**src/hdl/proc_consts.svh**
```systemverilog
`ifndef PROC_CONSTS_SVH
`define PROC_CONSTS_SVH

// datapath
`define DATA_WIDTH    32
`define INST_WIDTH    32
`define REG_ADDR_BITS 5
`define NUM_REGS      32
`define ALU_OP_BITS   3
`define CREDIT_BITS   16

// instruction field sizes, msb first: opcode rs rt rd shamt funct
`define OPCODE_BITS 6
`define FUNCT_BITS  6
`define SHAMT_BITS  (`INST_WIDTH - `OPCODE_BITS - 3 * `REG_ADDR_BITS - `FUNCT_BITS)
`define IMM_WIDTH   (`INST_WIDTH - `OPCODE_BITS - 2 * `REG_ADDR_BITS)

// issue queue entries
`define IQ_DEPTH 4

// opcodes
`define OP_RTYPE 6'h00
`define OP_ADDI  6'h08
`define OP_SLTI  6'h0a
`define OP_ORI   6'h0d

// r-type funct
`define FN_ADD 6'h20
`define FN_SUB 6'h22
`define FN_AND 6'h24
`define FN_OR  6'h25
`define FN_SLT 6'h2a

`endif
```
**src/hdl/proc_pkg.sv**
```systemverilog
`include "proc_consts.svh"

package proc_pkg;

  //////////////////////////////////////////////////
  // instruction word

  typedef struct packed {
    logic [`OPCODE_BITS-1:0]   opcode;
    logic [`REG_ADDR_BITS-1:0] rs;
    logic [`REG_ADDR_BITS-1:0] rt;
    logic [`REG_ADDR_BITS-1:0] rd;
    logic [`SHAMT_BITS-1:0]    shamt;
    logic [`FUNCT_BITS-1:0]    funct;
  } r_fields_t;

  typedef struct packed {
    logic [`OPCODE_BITS-1:0]   opcode;
    logic [`REG_ADDR_BITS-1:0] rs;
    logic [`REG_ADDR_BITS-1:0] rt;
    logic [`IMM_WIDTH-1:0]     imm;
  } i_fields_t;

  // same 32 bits, read as r-type or i-type
  typedef union packed {
    r_fields_t r;
    i_fields_t i;
  } instr_t;

  //////////////////////////////////////////////////
  // pipeline payloads

  typedef enum logic [`ALU_OP_BITS-1:0] {
    ALU_ADD,
    ALU_SUB,
    ALU_AND,
    ALU_OR,
    ALU_SLT,
    ALU_ZERO
  } alu_op_e;

  typedef struct packed {
    alu_op_e                   alu_op;
    logic [`REG_ADDR_BITS-1:0] rs;
    logic [`REG_ADDR_BITS-1:0] rt;
    logic [`REG_ADDR_BITS-1:0] dest;
    logic                      use_imm;
    logic [`IMM_WIDTH-1:0]     imm;
    logic [`DATA_WIDTH-1:0]    rs_data;
    logic [`DATA_WIDTH-1:0]    rt_data;
  } dec_op_t;

  // destination register and result
  typedef struct packed {
    logic [`REG_ADDR_BITS-1:0] dest;
    logic [`DATA_WIDTH-1:0]    data;
  } retire_t;

endpackage

```
**src/hdl/processor.sv**
```systemverilog
`timescale 1ns/1ps

`include "proc_consts.svh"

module processor (
  input  logic              clk,
  input  logic              reset,
  input  logic              inst_valid,
  input  proc_pkg::instr_t  inst,
  output logic              inst_credit,
  input  logic              retire_credit,
  output logic              retire_valid,
  output proc_pkg::retire_t retire
);

  import proc_pkg::*;

  logic                      head_valid;
  instr_t                    head;
  logic                      advance;
  logic [`REG_ADDR_BITS-1:0] rs_addr;
  logic [`REG_ADDR_BITS-1:0] rt_addr;
  logic [`DATA_WIDTH-1:0]    rs_data;
  logic [`DATA_WIDTH-1:0]    rt_data;
  logic                      dec_valid;
  dec_op_t                   dec;
  logic                      wr_en;
  retire_t                   wr;

  //////////////////////////////////////////////////
  // front end

  issue_queue #(
    .DEPTH(`IQ_DEPTH)
  ) iq0 (
    .clk(clk),
    .reset(reset),
    .inst_valid(inst_valid),
    .inst(inst),
    .advance(advance),
    .head_valid(head_valid),
    .head(head),
    .inst_credit(inst_credit)
  );

  register_file rf0 (
    .clk(clk),
    .reset(reset),
    .rs_addr(rs_addr),
    .rt_addr(rt_addr),
    .rs_data(rs_data),
    .rt_data(rt_data),
    .wr_en(wr_en),
    .wr(wr)
  );

  decode_stage dec0 (
    .clk(clk),
    .reset(reset),
    .head_valid(head_valid),
    .head(head),
    .advance(advance),
    .rs_data(rs_data),
    .rt_data(rt_data),
    .rs_addr(rs_addr),
    .rt_addr(rt_addr),
    .dec_valid(dec_valid),
    .dec(dec)
  );

  //////////////////////////////////////////////////
  // back end

  execute_stage ex0 (
    .clk(clk),
    .reset(reset),
    .dec_valid(dec_valid),
    .dec(dec),
    .retire_credit(retire_credit),
    .advance(advance),
    .retire_valid(retire_valid),
    .retire(retire),
    .wr_en(wr_en),
    .wr(wr)
  );

endmodule

```
**src/hdl/execute_stage.sv**
```systemverilog
`timescale 1ns/1ps

`include "proc_consts.svh"

module execute_stage (
  input  logic              clk,
  input  logic              reset,
  input  logic              dec_valid,
  input  proc_pkg::dec_op_t dec,
  input  logic              retire_credit,
  output logic              advance,
  output logic              retire_valid,
  output proc_pkg::retire_t retire,
  output logic              wr_en,
  output proc_pkg::retire_t wr
);

  import proc_pkg::*;

  retire_t                ret_q;
  logic                   ret_valid;
  logic [`CREDIT_BITS-1:0] credit_cnt;
  logic                   fwd_rs;
  logic                   fwd_rt;
  logic [`DATA_WIDTH-1:0] op_a;
  logic [`DATA_WIDTH-1:0] op_rt;
  logic [`DATA_WIDTH-1:0] op_b;
  logic [`DATA_WIDTH-1:0] result;

  //////////////////////////////////////////////////
  // forwarding from the retire register

  assign fwd_rs = ret_valid && (ret_q.dest != '0) && (ret_q.dest == dec.rs);
  assign fwd_rt = ret_valid && (ret_q.dest != '0) && (ret_q.dest == dec.rt);

  assign op_a  = fwd_rs ? ret_q.data : dec.rs_data;
  assign op_rt = fwd_rt ? ret_q.data : dec.rt_data;

  // zero-extended immediate
  assign op_b = dec.use_imm ? {{(`DATA_WIDTH - `IMM_WIDTH){1'b0}}, dec.imm} : op_rt;

  //////////////////////////////////////////////////
  // alu

  always_comb begin
    case (dec.alu_op)
      ALU_ADD: result = op_a + op_b;
      ALU_SUB: result = op_a - op_b;
      ALU_AND: result = op_a & op_b;
      ALU_OR:  result = op_a | op_b;
      ALU_SLT: result = {{(`DATA_WIDTH - 1){1'b0}}, ($signed(op_a) < $signed(op_b))};
      default: result = '0;
    endcase
  end

  //////////////////////////////////////////////////
  // retire register and credits

  // a pulse this cycle counts toward the current retire
  assign retire_valid = ret_valid && ((credit_cnt != '0) || retire_credit);
  assign advance      = !ret_valid || retire_valid;

  assign retire = ret_q;
  assign wr     = ret_q;
  assign wr_en  = retire_valid;

  always_ff @(posedge clk) begin
    if (reset) begin
      ret_valid <= 1'b0;
    end else if (advance) begin
      ret_valid <= dec_valid;
    end
  end

  always_ff @(posedge clk) begin
    if (advance) begin
      ret_q.dest <= dec.dest;
      ret_q.data <= result;
    end
  end

  always_ff @(posedge clk) begin
    if (reset) begin
      credit_cnt <= '0;
    end else begin
      case ({retire_credit, retire_valid})
        2'b10:   credit_cnt <= credit_cnt + 1'b1;
        2'b01:   credit_cnt <= credit_cnt - 1'b1;
        default: credit_cnt <= credit_cnt;
      endcase
    end
  end

  // counter only climbs on a credit pulse
  a_credit_no_wrap: assert property (@(posedge clk) disable iff (reset)
    (credit_cnt > $past(credit_cnt)) |-> $past(retire_credit));

endmodule

```
**src/hdl/decode_stage.sv**
```systemverilog
`timescale 1ns/1ps

`include "proc_consts.svh"

module decode_stage (
  input  logic                      clk,
  input  logic                      reset,
  input  logic                      head_valid,
  input  proc_pkg::instr_t          head,
  input  logic                      advance,
  input  logic [`DATA_WIDTH-1:0]    rs_data,
  input  logic [`DATA_WIDTH-1:0]    rt_data,
  output logic [`REG_ADDR_BITS-1:0] rs_addr,
  output logic [`REG_ADDR_BITS-1:0] rt_addr,
  output logic                      dec_valid,
  output proc_pkg::dec_op_t         dec
);

  import proc_pkg::*;

  alu_op_e                   alu_op;
  logic [`REG_ADDR_BITS-1:0] dest;
  logic                      use_imm;

  // rs and rt sit at the same bits in both views
  assign rs_addr = head.r.rs;
  assign rt_addr = head.r.rt;

  //////////////////////////////////////////////////
  // control decode

  always_comb begin
    alu_op  = ALU_ZERO;
    dest    = '0;
    use_imm = 1'b0;
    if (head.r.opcode == `OP_RTYPE) begin
      dest = head.r.rd;
      case (head.r.funct)
        `FN_ADD: alu_op = ALU_ADD;
        `FN_SUB: alu_op = ALU_SUB;
        `FN_AND: alu_op = ALU_AND;
        `FN_OR:  alu_op = ALU_OR;
        `FN_SLT: alu_op = ALU_SLT;
        default: dest = '0;
      endcase
    end else begin
      dest    = head.i.rt;
      use_imm = 1'b1;
      case (head.i.opcode)
        `OP_ADDI: alu_op = ALU_ADD;
        `OP_ORI:  alu_op = ALU_OR;
        `OP_SLTI: alu_op = ALU_SLT;
        default: begin
          // unknown opcode retires as r0 = 0
          dest    = '0;
          use_imm = 1'b0;
        end
      endcase
    end
  end

  //////////////////////////////////////////////////
  // decode/execute register

  always_ff @(posedge clk) begin
    if (reset) begin
      dec_valid <= 1'b0;
    end else if (advance) begin
      dec_valid <= head_valid;
    end
  end

  always_ff @(posedge clk) begin
    if (advance) begin
      dec.alu_op  <= alu_op;
      dec.rs      <= head.r.rs;
      dec.rt      <= head.r.rt;
      dec.dest    <= dest;
      dec.use_imm <= use_imm;
      dec.imm     <= head.i.imm;
      dec.rs_data <= rs_data;
      dec.rt_data <= rt_data;
    end
  end

endmodule

```
**src/hdl/register_file.sv**
```systemverilog
`timescale 1ns/1ps

`include "proc_consts.svh"

module register_file (
  input  logic                      clk,
  input  logic                      reset,
  input  logic [`REG_ADDR_BITS-1:0] rs_addr,
  input  logic [`REG_ADDR_BITS-1:0] rt_addr,
  output logic [`DATA_WIDTH-1:0]    rs_data,
  output logic [`DATA_WIDTH-1:0]    rt_data,
  input  logic                      wr_en,
  input  proc_pkg::retire_t         wr
);

  logic [`DATA_WIDTH-1:0] regs [`NUM_REGS];
  logic                   wr_live;

  // r0 is never written
  assign wr_live = wr_en && (wr.dest != '0);

  always_ff @(posedge clk) begin
    if (reset) begin
      for (int i = 0; i < `NUM_REGS; i++) begin
        regs[i] <= '0;
      end
    end else if (wr_live) begin
      regs[wr.dest] <= wr.data;
    end
  end

  // write-through bypass
  assign rs_data = (wr_live && (wr.dest == rs_addr)) ? wr.data : regs[rs_addr];
  assign rt_data = (wr_live && (wr.dest == rt_addr)) ? wr.data : regs[rt_addr];

endmodule

```
**src/hdl/issue_queue.sv**
```systemverilog
`timescale 1ns/1ps

`include "proc_consts.svh"

module issue_queue #(
  parameter int DEPTH = `IQ_DEPTH
) (
  input  logic             clk,
  input  logic             reset,
  input  logic             inst_valid,
  input  proc_pkg::instr_t inst,
  input  logic             advance,
  output logic             head_valid,
  output proc_pkg::instr_t head,
  output logic             inst_credit
);

  import proc_pkg::*;

  localparam int PTR_BITS = (DEPTH > 1) ? $clog2(DEPTH) : 1;
  localparam int CNT_BITS = $clog2(DEPTH + 1);

  instr_t              mem [DEPTH];
  logic [PTR_BITS-1:0] wr_ptr;
  logic [PTR_BITS-1:0] rd_ptr;
  logic [CNT_BITS-1:0] count;
  logic                pop;

  assign head_valid = (count != '0);
  assign head       = mem[rd_ptr];
  assign pop        = head_valid && advance;

  // one credit back per popped entry
  assign inst_credit = pop;

  always_ff @(posedge clk) begin
    if (inst_valid) begin
      mem[wr_ptr] <= inst;
    end
  end

  always_ff @(posedge clk) begin
    if (reset) begin
      wr_ptr <= '0;
      rd_ptr <= '0;
      count  <= '0;
    end else begin
      if (inst_valid) begin
        wr_ptr <= (wr_ptr == PTR_BITS'(DEPTH - 1)) ? '0 : wr_ptr + 1'b1;
      end
      if (pop) begin
        rd_ptr <= (rd_ptr == PTR_BITS'(DEPTH - 1)) ? '0 : rd_ptr + 1'b1;
      end
      case ({inst_valid, pop})
        2'b10:   count <= count + 1'b1;
        2'b01:   count <= count - 1'b1;
        default: count <= count;
      endcase
    end
  end

  //////////////////////////////////////////////////
  // credit protocol

  // sender spent a credit it did not own
  a_no_push_full: assert property (@(posedge clk) disable iff (reset)
    inst_valid |-> (count != CNT_BITS'(DEPTH)));

  // a pop only reads an entry that was written
  a_no_pop_empty: assert property (@(posedge clk) disable iff (reset)
    pop |-> ((rd_ptr != wr_ptr) || (count == CNT_BITS'(DEPTH))));

endmodule

```
**config.mk**
```make
export PLATFORM = sky130hd
export DESIGN_NAME = processor
export DESIGN_NICKNAME = d
export VERILOG_FILES = /design/src/hdl/proc_pkg.sv /design/src/hdl/processor.sv /design/src/hdl/execute_stage.sv /design/src/hdl/decode_stage.sv /design/src/hdl/register_file.sv /design/src/hdl/issue_queue.sv
export VERILOG_INCLUDE_DIRS = /design/src /design/src/hdl
export SDC_FILE = /design/constraint.sdc
export NUM_CORES = 2
export LEC_CHECK = 0
export BUFFER_PORTS_ARGS = -buffer_cell sky130_fd_sc_hd__buf_2
export CAP_MARGIN = 30
export CORE_MARGIN = 5
export CORE_UTILIZATION = 51
export DETAILED_ROUTE_END_ITERATION = 7
export PLACE_DENSITY = 0.76
export SYNTH_ARGS = -nofsm -noshare
export SYNTH_HDL_FRONTEND = slang
export SYNTH_SLANG_ARGS = --single-unit
```
**constraint.sdc**
```tcl
create_clock -name clk -period 11.7 [get_ports clk]
set_input_delay 2.925 -clock clk [delete_from_list [all_inputs] [get_ports clk]]
set_output_delay 2.925 -clock clk [all_outputs]
set_load 0.03 [all_outputs]
```
# Word level (Yosys, flattened, before mapping)
# Memories as Yosys holds them, arrays and structs flattened. A register that Yosys moved wholly into a read port is not among the register bits.
# Cells that the tools add are included.
# totals
register_bits,161
latchBits,0
mem_bits_rw,1152
mem_bits_ro,0
wordCells,101
n_memories,2
# classes
n_addsub,8
multipliers,0
div,0
order_cmp,1
eq_ne,22
shifts,0
n_mux,29
n_bitwise,2
n_reduce_logical,21
# memory_table
name,words,word_bits,read_ports,rd_clocked_by_memory_dff,write_ports,line_no,source
rf0.regs,32,32,2,0,32,register_file.sv:16,logic [`DATA_WIDTH-1:0] regs [`NUM_REGS];
iq0.mem,4,32,1,1,1,issue_queue.sv:23,instr_t mem [DEPTH];
# ops
cell,n
$mux W32,6
$pmux W32 S5,1
$add A32 B32 Y32,1
$and A32 B32 Y32,1
$lt A32 B32 Y1,1
$or A32 B32 Y32,1
$pmux W16 S2,1
$reduce_or A32 Y1,1
$sub A32 B32 Y32,1
$eq A6 B6 Y1 const B,5
$eq A5 B5 Y1,4
$mux W5,4
$eq A6 B4 Y1 const B,3
$add A16 B1 Y16 const B,1
$reduce_bool A16 Y1,1
$sub A16 B1 Y16 const B,1
$pmux W3 S5,1
$mux W1,9
$pmux W3 S3,1
$eq A2 B2 Y1 const B,4
$logic_and A1 B1 Y1,8
$mux W2,4
$eq A3 B2 Y1 const B,2
$logic_not A6 Y1,1
16 further kinds,20

# Depth between registers and ports, before layout
# depth
depth_word,9
ltp_mapped,20
depth_no_buf,18

# By module
# Synthesis repeated with hierarchy kept, for this count alone.
# unflattened
hier_cells,4984
area_unflattened_um2,71732.5
# by_module_without_submodules
module,n_inst,cells_per_inst,area_each_um2
register_file,1,3494,54461.0
execute_stage,1,1130,8863.5
issue_queue,1,215,5112.4
decode_stage,1,145,3295.7

# Least setup slack after synthesis
# No wires, ideal clock.
# synth_path
path_type,input -> output
from,input port retire_credit
to,output port inst_credit
arrival_ps,6842
path_slack_ps,1933
cell_stages,5
path_cell_list,nor4_1 > nand4_1 > nor4_1 > nand2_1 > o31a_1
# synth_between
elab_chain_cells,4
# synth_rtl
element,line_no,source
from (decl),processor.sv:11,"input logic retire_credit,"
$logic_or A1 B1 Y1,execute_stage.sv:60,assign retire_valid = ret_valid && ((credit_cnt != '0) || retire_credit);
$logic_and A1 B1 Y1,execute_stage.sv:60,
$logic_or A1 B1 Y1,execute_stage.sv:61,assign advance = !ret_valid || retire_valid;
$logic_and A1 B1 Y1,issue_queue.sv:31,assign pop = head_valid && advance;
to (decl),processor.sv:10,"output logic inst_credit,"
# Every way passes these cells.

# Worst setup path after layout
# Same ends and word-level chain as after synthesis.

==> load_flow_metrics.sql <==
INSERT INTO impl_metrics (metric_group, metric, value, unit) VALUES
('drt', 'viasPerCell', '6.65', ''),
('drt', 'detail-route-antenna-nets', '0', ''),
('grt', 'first_pass_grt_wire_length', '321', 'mm'),
('synth', 'yosysWarnings', '0', ''),
('die', 'io-pin-count', '75', ''),
('clocking', 'hold_buffers', '0', ''),
('setup_path', 'worst_ep_required_time', '8.78', 'ns'),
('hold_path', 'worstHoldPathCells', '0', ''),
('setup_path', 'slowest_cell_delay_on_critical_path', '0.27', 'ns'),
('outcome', 'outcome', 'finished, final reports clean', ''),
('clocking', 'cts_htree_levels', '4', ''),
('final_layout', 'num-nets-final', '5448', ''),
('timing', 'report.final.hold_viol_count', '0', ''),
('clocking', 'numClockSinks', '1315', ''),
('placement', 'hpwlAfterDp', '125', 'mm'),
('timing', 'timing.fmax', '134', 'MHz'),
('drt', 'starting_drc_count_in_detailed_routing', '7493', ''),
('clocking', 'cts_buffers', '140', ''),
('pwr', 'p_leak', '28.5', 'nW'),
('final_layout', 'post_route_cells_drive_above_1_share', '21.2', '%'),
('drt', 'drt_drc_violations_left', '0', ''),
('setup_path', 'critPathArrivalTime', '4.53', 'ns'),
('hold_path', 'worstHoldStart', 'dec0.dec[81]', ''),
('timing', 'slew-limit-headroom', '23.9', '%'),
('pwr', 'vdd_drop_max', '181', 'µV'),
('setup_path', 'worstSetupStartpointType', 'input port', ''),
('synth', 'netlist_area', '71800', 'µm²'),
('setup_path', 'worst-path-max-fanout', '16', ''),
('clocking', 'tritoncts', 'done', ''),
('setup_path', 'worst_path_buf_inv', '3', ''),
('timing', 'finClkSkew', '0.0454', 'ns'),
('grt', 'grtUsageTotal', '29.9', '%'),
('die', 'fp.dieW', '385', 'µm'),
('setup_path', 'ff2ff_path_depth', '18', ''),
('clocking', 'worst_skew_pair.late_latency', '0.80', 'ns'),
('final_layout', 'areaGrowthSynthToFinish', '10.2', '%'),
('grt', 'antenna_found_initial', '16', ''),
('die', 'die_height', '385', 'µm'),
('drt', 'wire_per_inst', '30.8', 'µm'),
('hold_path', 'min_path_type', 'reg -> reg', ''),
('hold_path', 'hold_path_end', 'ex0.retire[32]', ''),
('pwr', 'p_per_area', '239', 'nW/µm²'),
('synth', 'ys_types', '79', ''),
('grt', 'via_count_of_the_first_global_routing_pass', '48859', ''),
('die', 'design.die.area', '148000', 'µm²'),
('grt', 'grt.overflow.total', '0', ''),
('clocking', 'clock_tree.root_cell', 'sky130_fd_sc_hd__clkbuf_16', ''),
('clocking', 'cts_buffer_depth', '3', ''),
('synth', 'synth_area_per_cell', '13.4', 'µm²'),
('synth', 'seq_area_frac_synth', '54.6', '%'),
('placement', 'place.gp.congestion', '0.972', ''),
('drt', 'dr.pass1.iters', '6', ''),
('clocking', 'postCtsSetupBuffers', '0', ''),
('drt', 'route.final.wire_length', '224', 'mm'),
('grt', 'grt_max_degree', '117', ''),
('synth', 'post-synth-top-count-cell', 'sky130_fd_sc_hd__edfxtp_1', ''),
('setup_path', 'kind_of_cell_adding_the_most_delay_to_the_critical_path', 'simple AND/OR/NAND/NOR gates', ''),
('die', 'rows', '137', ''),
('setup_path', 'worst_path_max_delay_cell', 'sky130_fd_sc_hd__nor4_1', ''),
('setup_path', 'reg2reg_slack', '5.09', 'ns'),
('drt', 'vias', '48375', ''),
('setup_path', 'worst_setup_path_startpoint', 'retire_credit', ''),
('clocking', 'post_cts_clock_slew_at_the_launch_and_capture_registers_of_the_worst_setup_and_hold_paths', '0.06', 'ns'),
('synth', 'synth_flop_cell', 'sky130_fd_sc_hd__edfxtp_1', ''),
('final_layout', 'nFillCells', '10734', ''),
('synth', 'synthDominantAreaCellType', 'sky130_fd_sc_hd__edfxtp_1', ''),
('setup_path', 'criticalPathCategory', 'in -> out', ''),
('setup_path', 'critical_path.reg2reg.startpoint', 'ex0.retire[34]', ''),
('synth', 'synth_top_cells_by_area', 'sky130_fd_sc_hd__edfxtp_1 (54%), sky130_fd_sc_hd__mux4_2 (17%), sky130_fd_sc_hd__and2_1 (8.7%)', ''),
('setup_path', 'kind_of_end_point_of_the_critical_path', 'output pin', ''),
('timing', 'worstMarginPinSlew', '1.13', 'ns');
## final cells by class
class / instances / area [µm²] / share of cell area, %
Multi-Input combinational cell: 3457 / 30700 / 38.8
Timing Repair Buffer: 253 / 1850 / 2.34
Sequential cell: 1315 / 39200 / 49.6
Tap cell: 1876 / 2350 / 2.97
Antenna cell: 4 / 10.0 / 0.0126
Clock buffer: 171 / 3810 / 4.81
Clock inverter: 81 / 744 / 0.941
Inverter: 115 / 447 / 0.564
## layer usage
metal	up-vias	share of wire, %	wire length (µm)	GRT usage, %
met1	24153	34	76200	37.3
met5	-	0.018	40	0
li1	19896	-	-	-
met2	3525	46	104000	46.6
met3	795	13	29700	9.34
met4	6	6.3	14200	16.9
## report_power, final
part	internal [W]	leakage, nW	total [W]	switching, W
Sequential	0.00569	13.5	0.00592	0.000227
Combinational	0.00308	12.8	0.00857	0.00549
Clock	0.00258	2.23	0.00446	0.00188
## stage by stage
step	total power (W)	std cells	util (%)	cell area, µm²	setup slack [ns]
after floorplan	0.0116	5376	-	71900	1.93
final	0.0189	7272	56.6	79100	4.25
after detailed placement	0.0143	6998	53.3	74400	4.27
after global placement	0.0141	6988	53.2	74300	4.39
after global routing	0.0196	7270	56.6	79100	4.14
after CTS	0.0187	7250	56.5	79000	4.26
## logic make-up (layout without fill, tap and decap cells)
group | after synthesis | count (layout) | synth area share, %
buffers and inverters | 604 | 620 | 3.47
and+or+nand+nor | 1947 | 1947 | 14.6
muxes | 625 | 625 | 18.3
xor gates and xnor gates | 38 | 38 | 0.464
other | 1 | 36 | 0.00522
DFF | 1315 | 1315 | 54.6
AOI/OAI and AO/OA | 685 | 685 | 6.25
adders and majority gates | 130 | 130 | 2.31
## cells in the final DEF (no fill, tap or decap), types with 95 or more instances in the layout
master,instances
sky130_fd_sc_hd__a21oi_1,148
sky130_fd_sc_hd__and2_1,1003
sky130_fd_sc_hd__buf_2,95
sky130_fd_sc_hd__buf_4,144
sky130_fd_sc_hd__clkbuf_16,148
sky130_fd_sc_hd__edfxtp_1,1288
sky130_fd_sc_hd__ha_1,126
sky130_fd_sc_hd__inv_1,109
sky130_fd_sc_hd__mux4_2,537
sky130_fd_sc_hd__nand2_1,521
sky130_fd_sc_hd__nor2_1,120
sky130_fd_sc_hd__o21ai_0,119
## worst max-delay path by stage
stage	end	cells after the start	slack (ns)
after floorplan	inst_credit	5	1.93
after detailed placement	inst_credit	8	4.27
final	inst_credit	8	4.25
after global routing	inst_credit	8	4.14
after global placement	inst_credit	8	4.39
after CTS	inst_credit	8	4.26
## flip-flops by register name, summed over array words and instances (netlist names), named ones only
| name | cells |
|---|---|
| rf0.regs | 1024 |
| iq0.mem | 128 |
| dec0.dec | 99 |
| ex0.retire | 37 |
| ex0.credit_cnt | 16 |
| iq0.count | 3 |
| iq0.rd_ptr | 2 |
| iq0.wr_ptr | 2 |
| dec0.dec_valid | 1 |
| ex0.ret_valid | 1 |
## worst reg2reg max path, delay by kind of cell, from the launching register on
family | cells | cell delay, ns
flops | 1 | 0.67
simple gates | 4 | 1.28
fa+ha+maj | 1 | 0.26
compound gates | 9 | 2.98
buf+inv | 3 | 0.97
mux | 1 | 0.17
No activity file was read; power rests on OpenSTA's default activity.
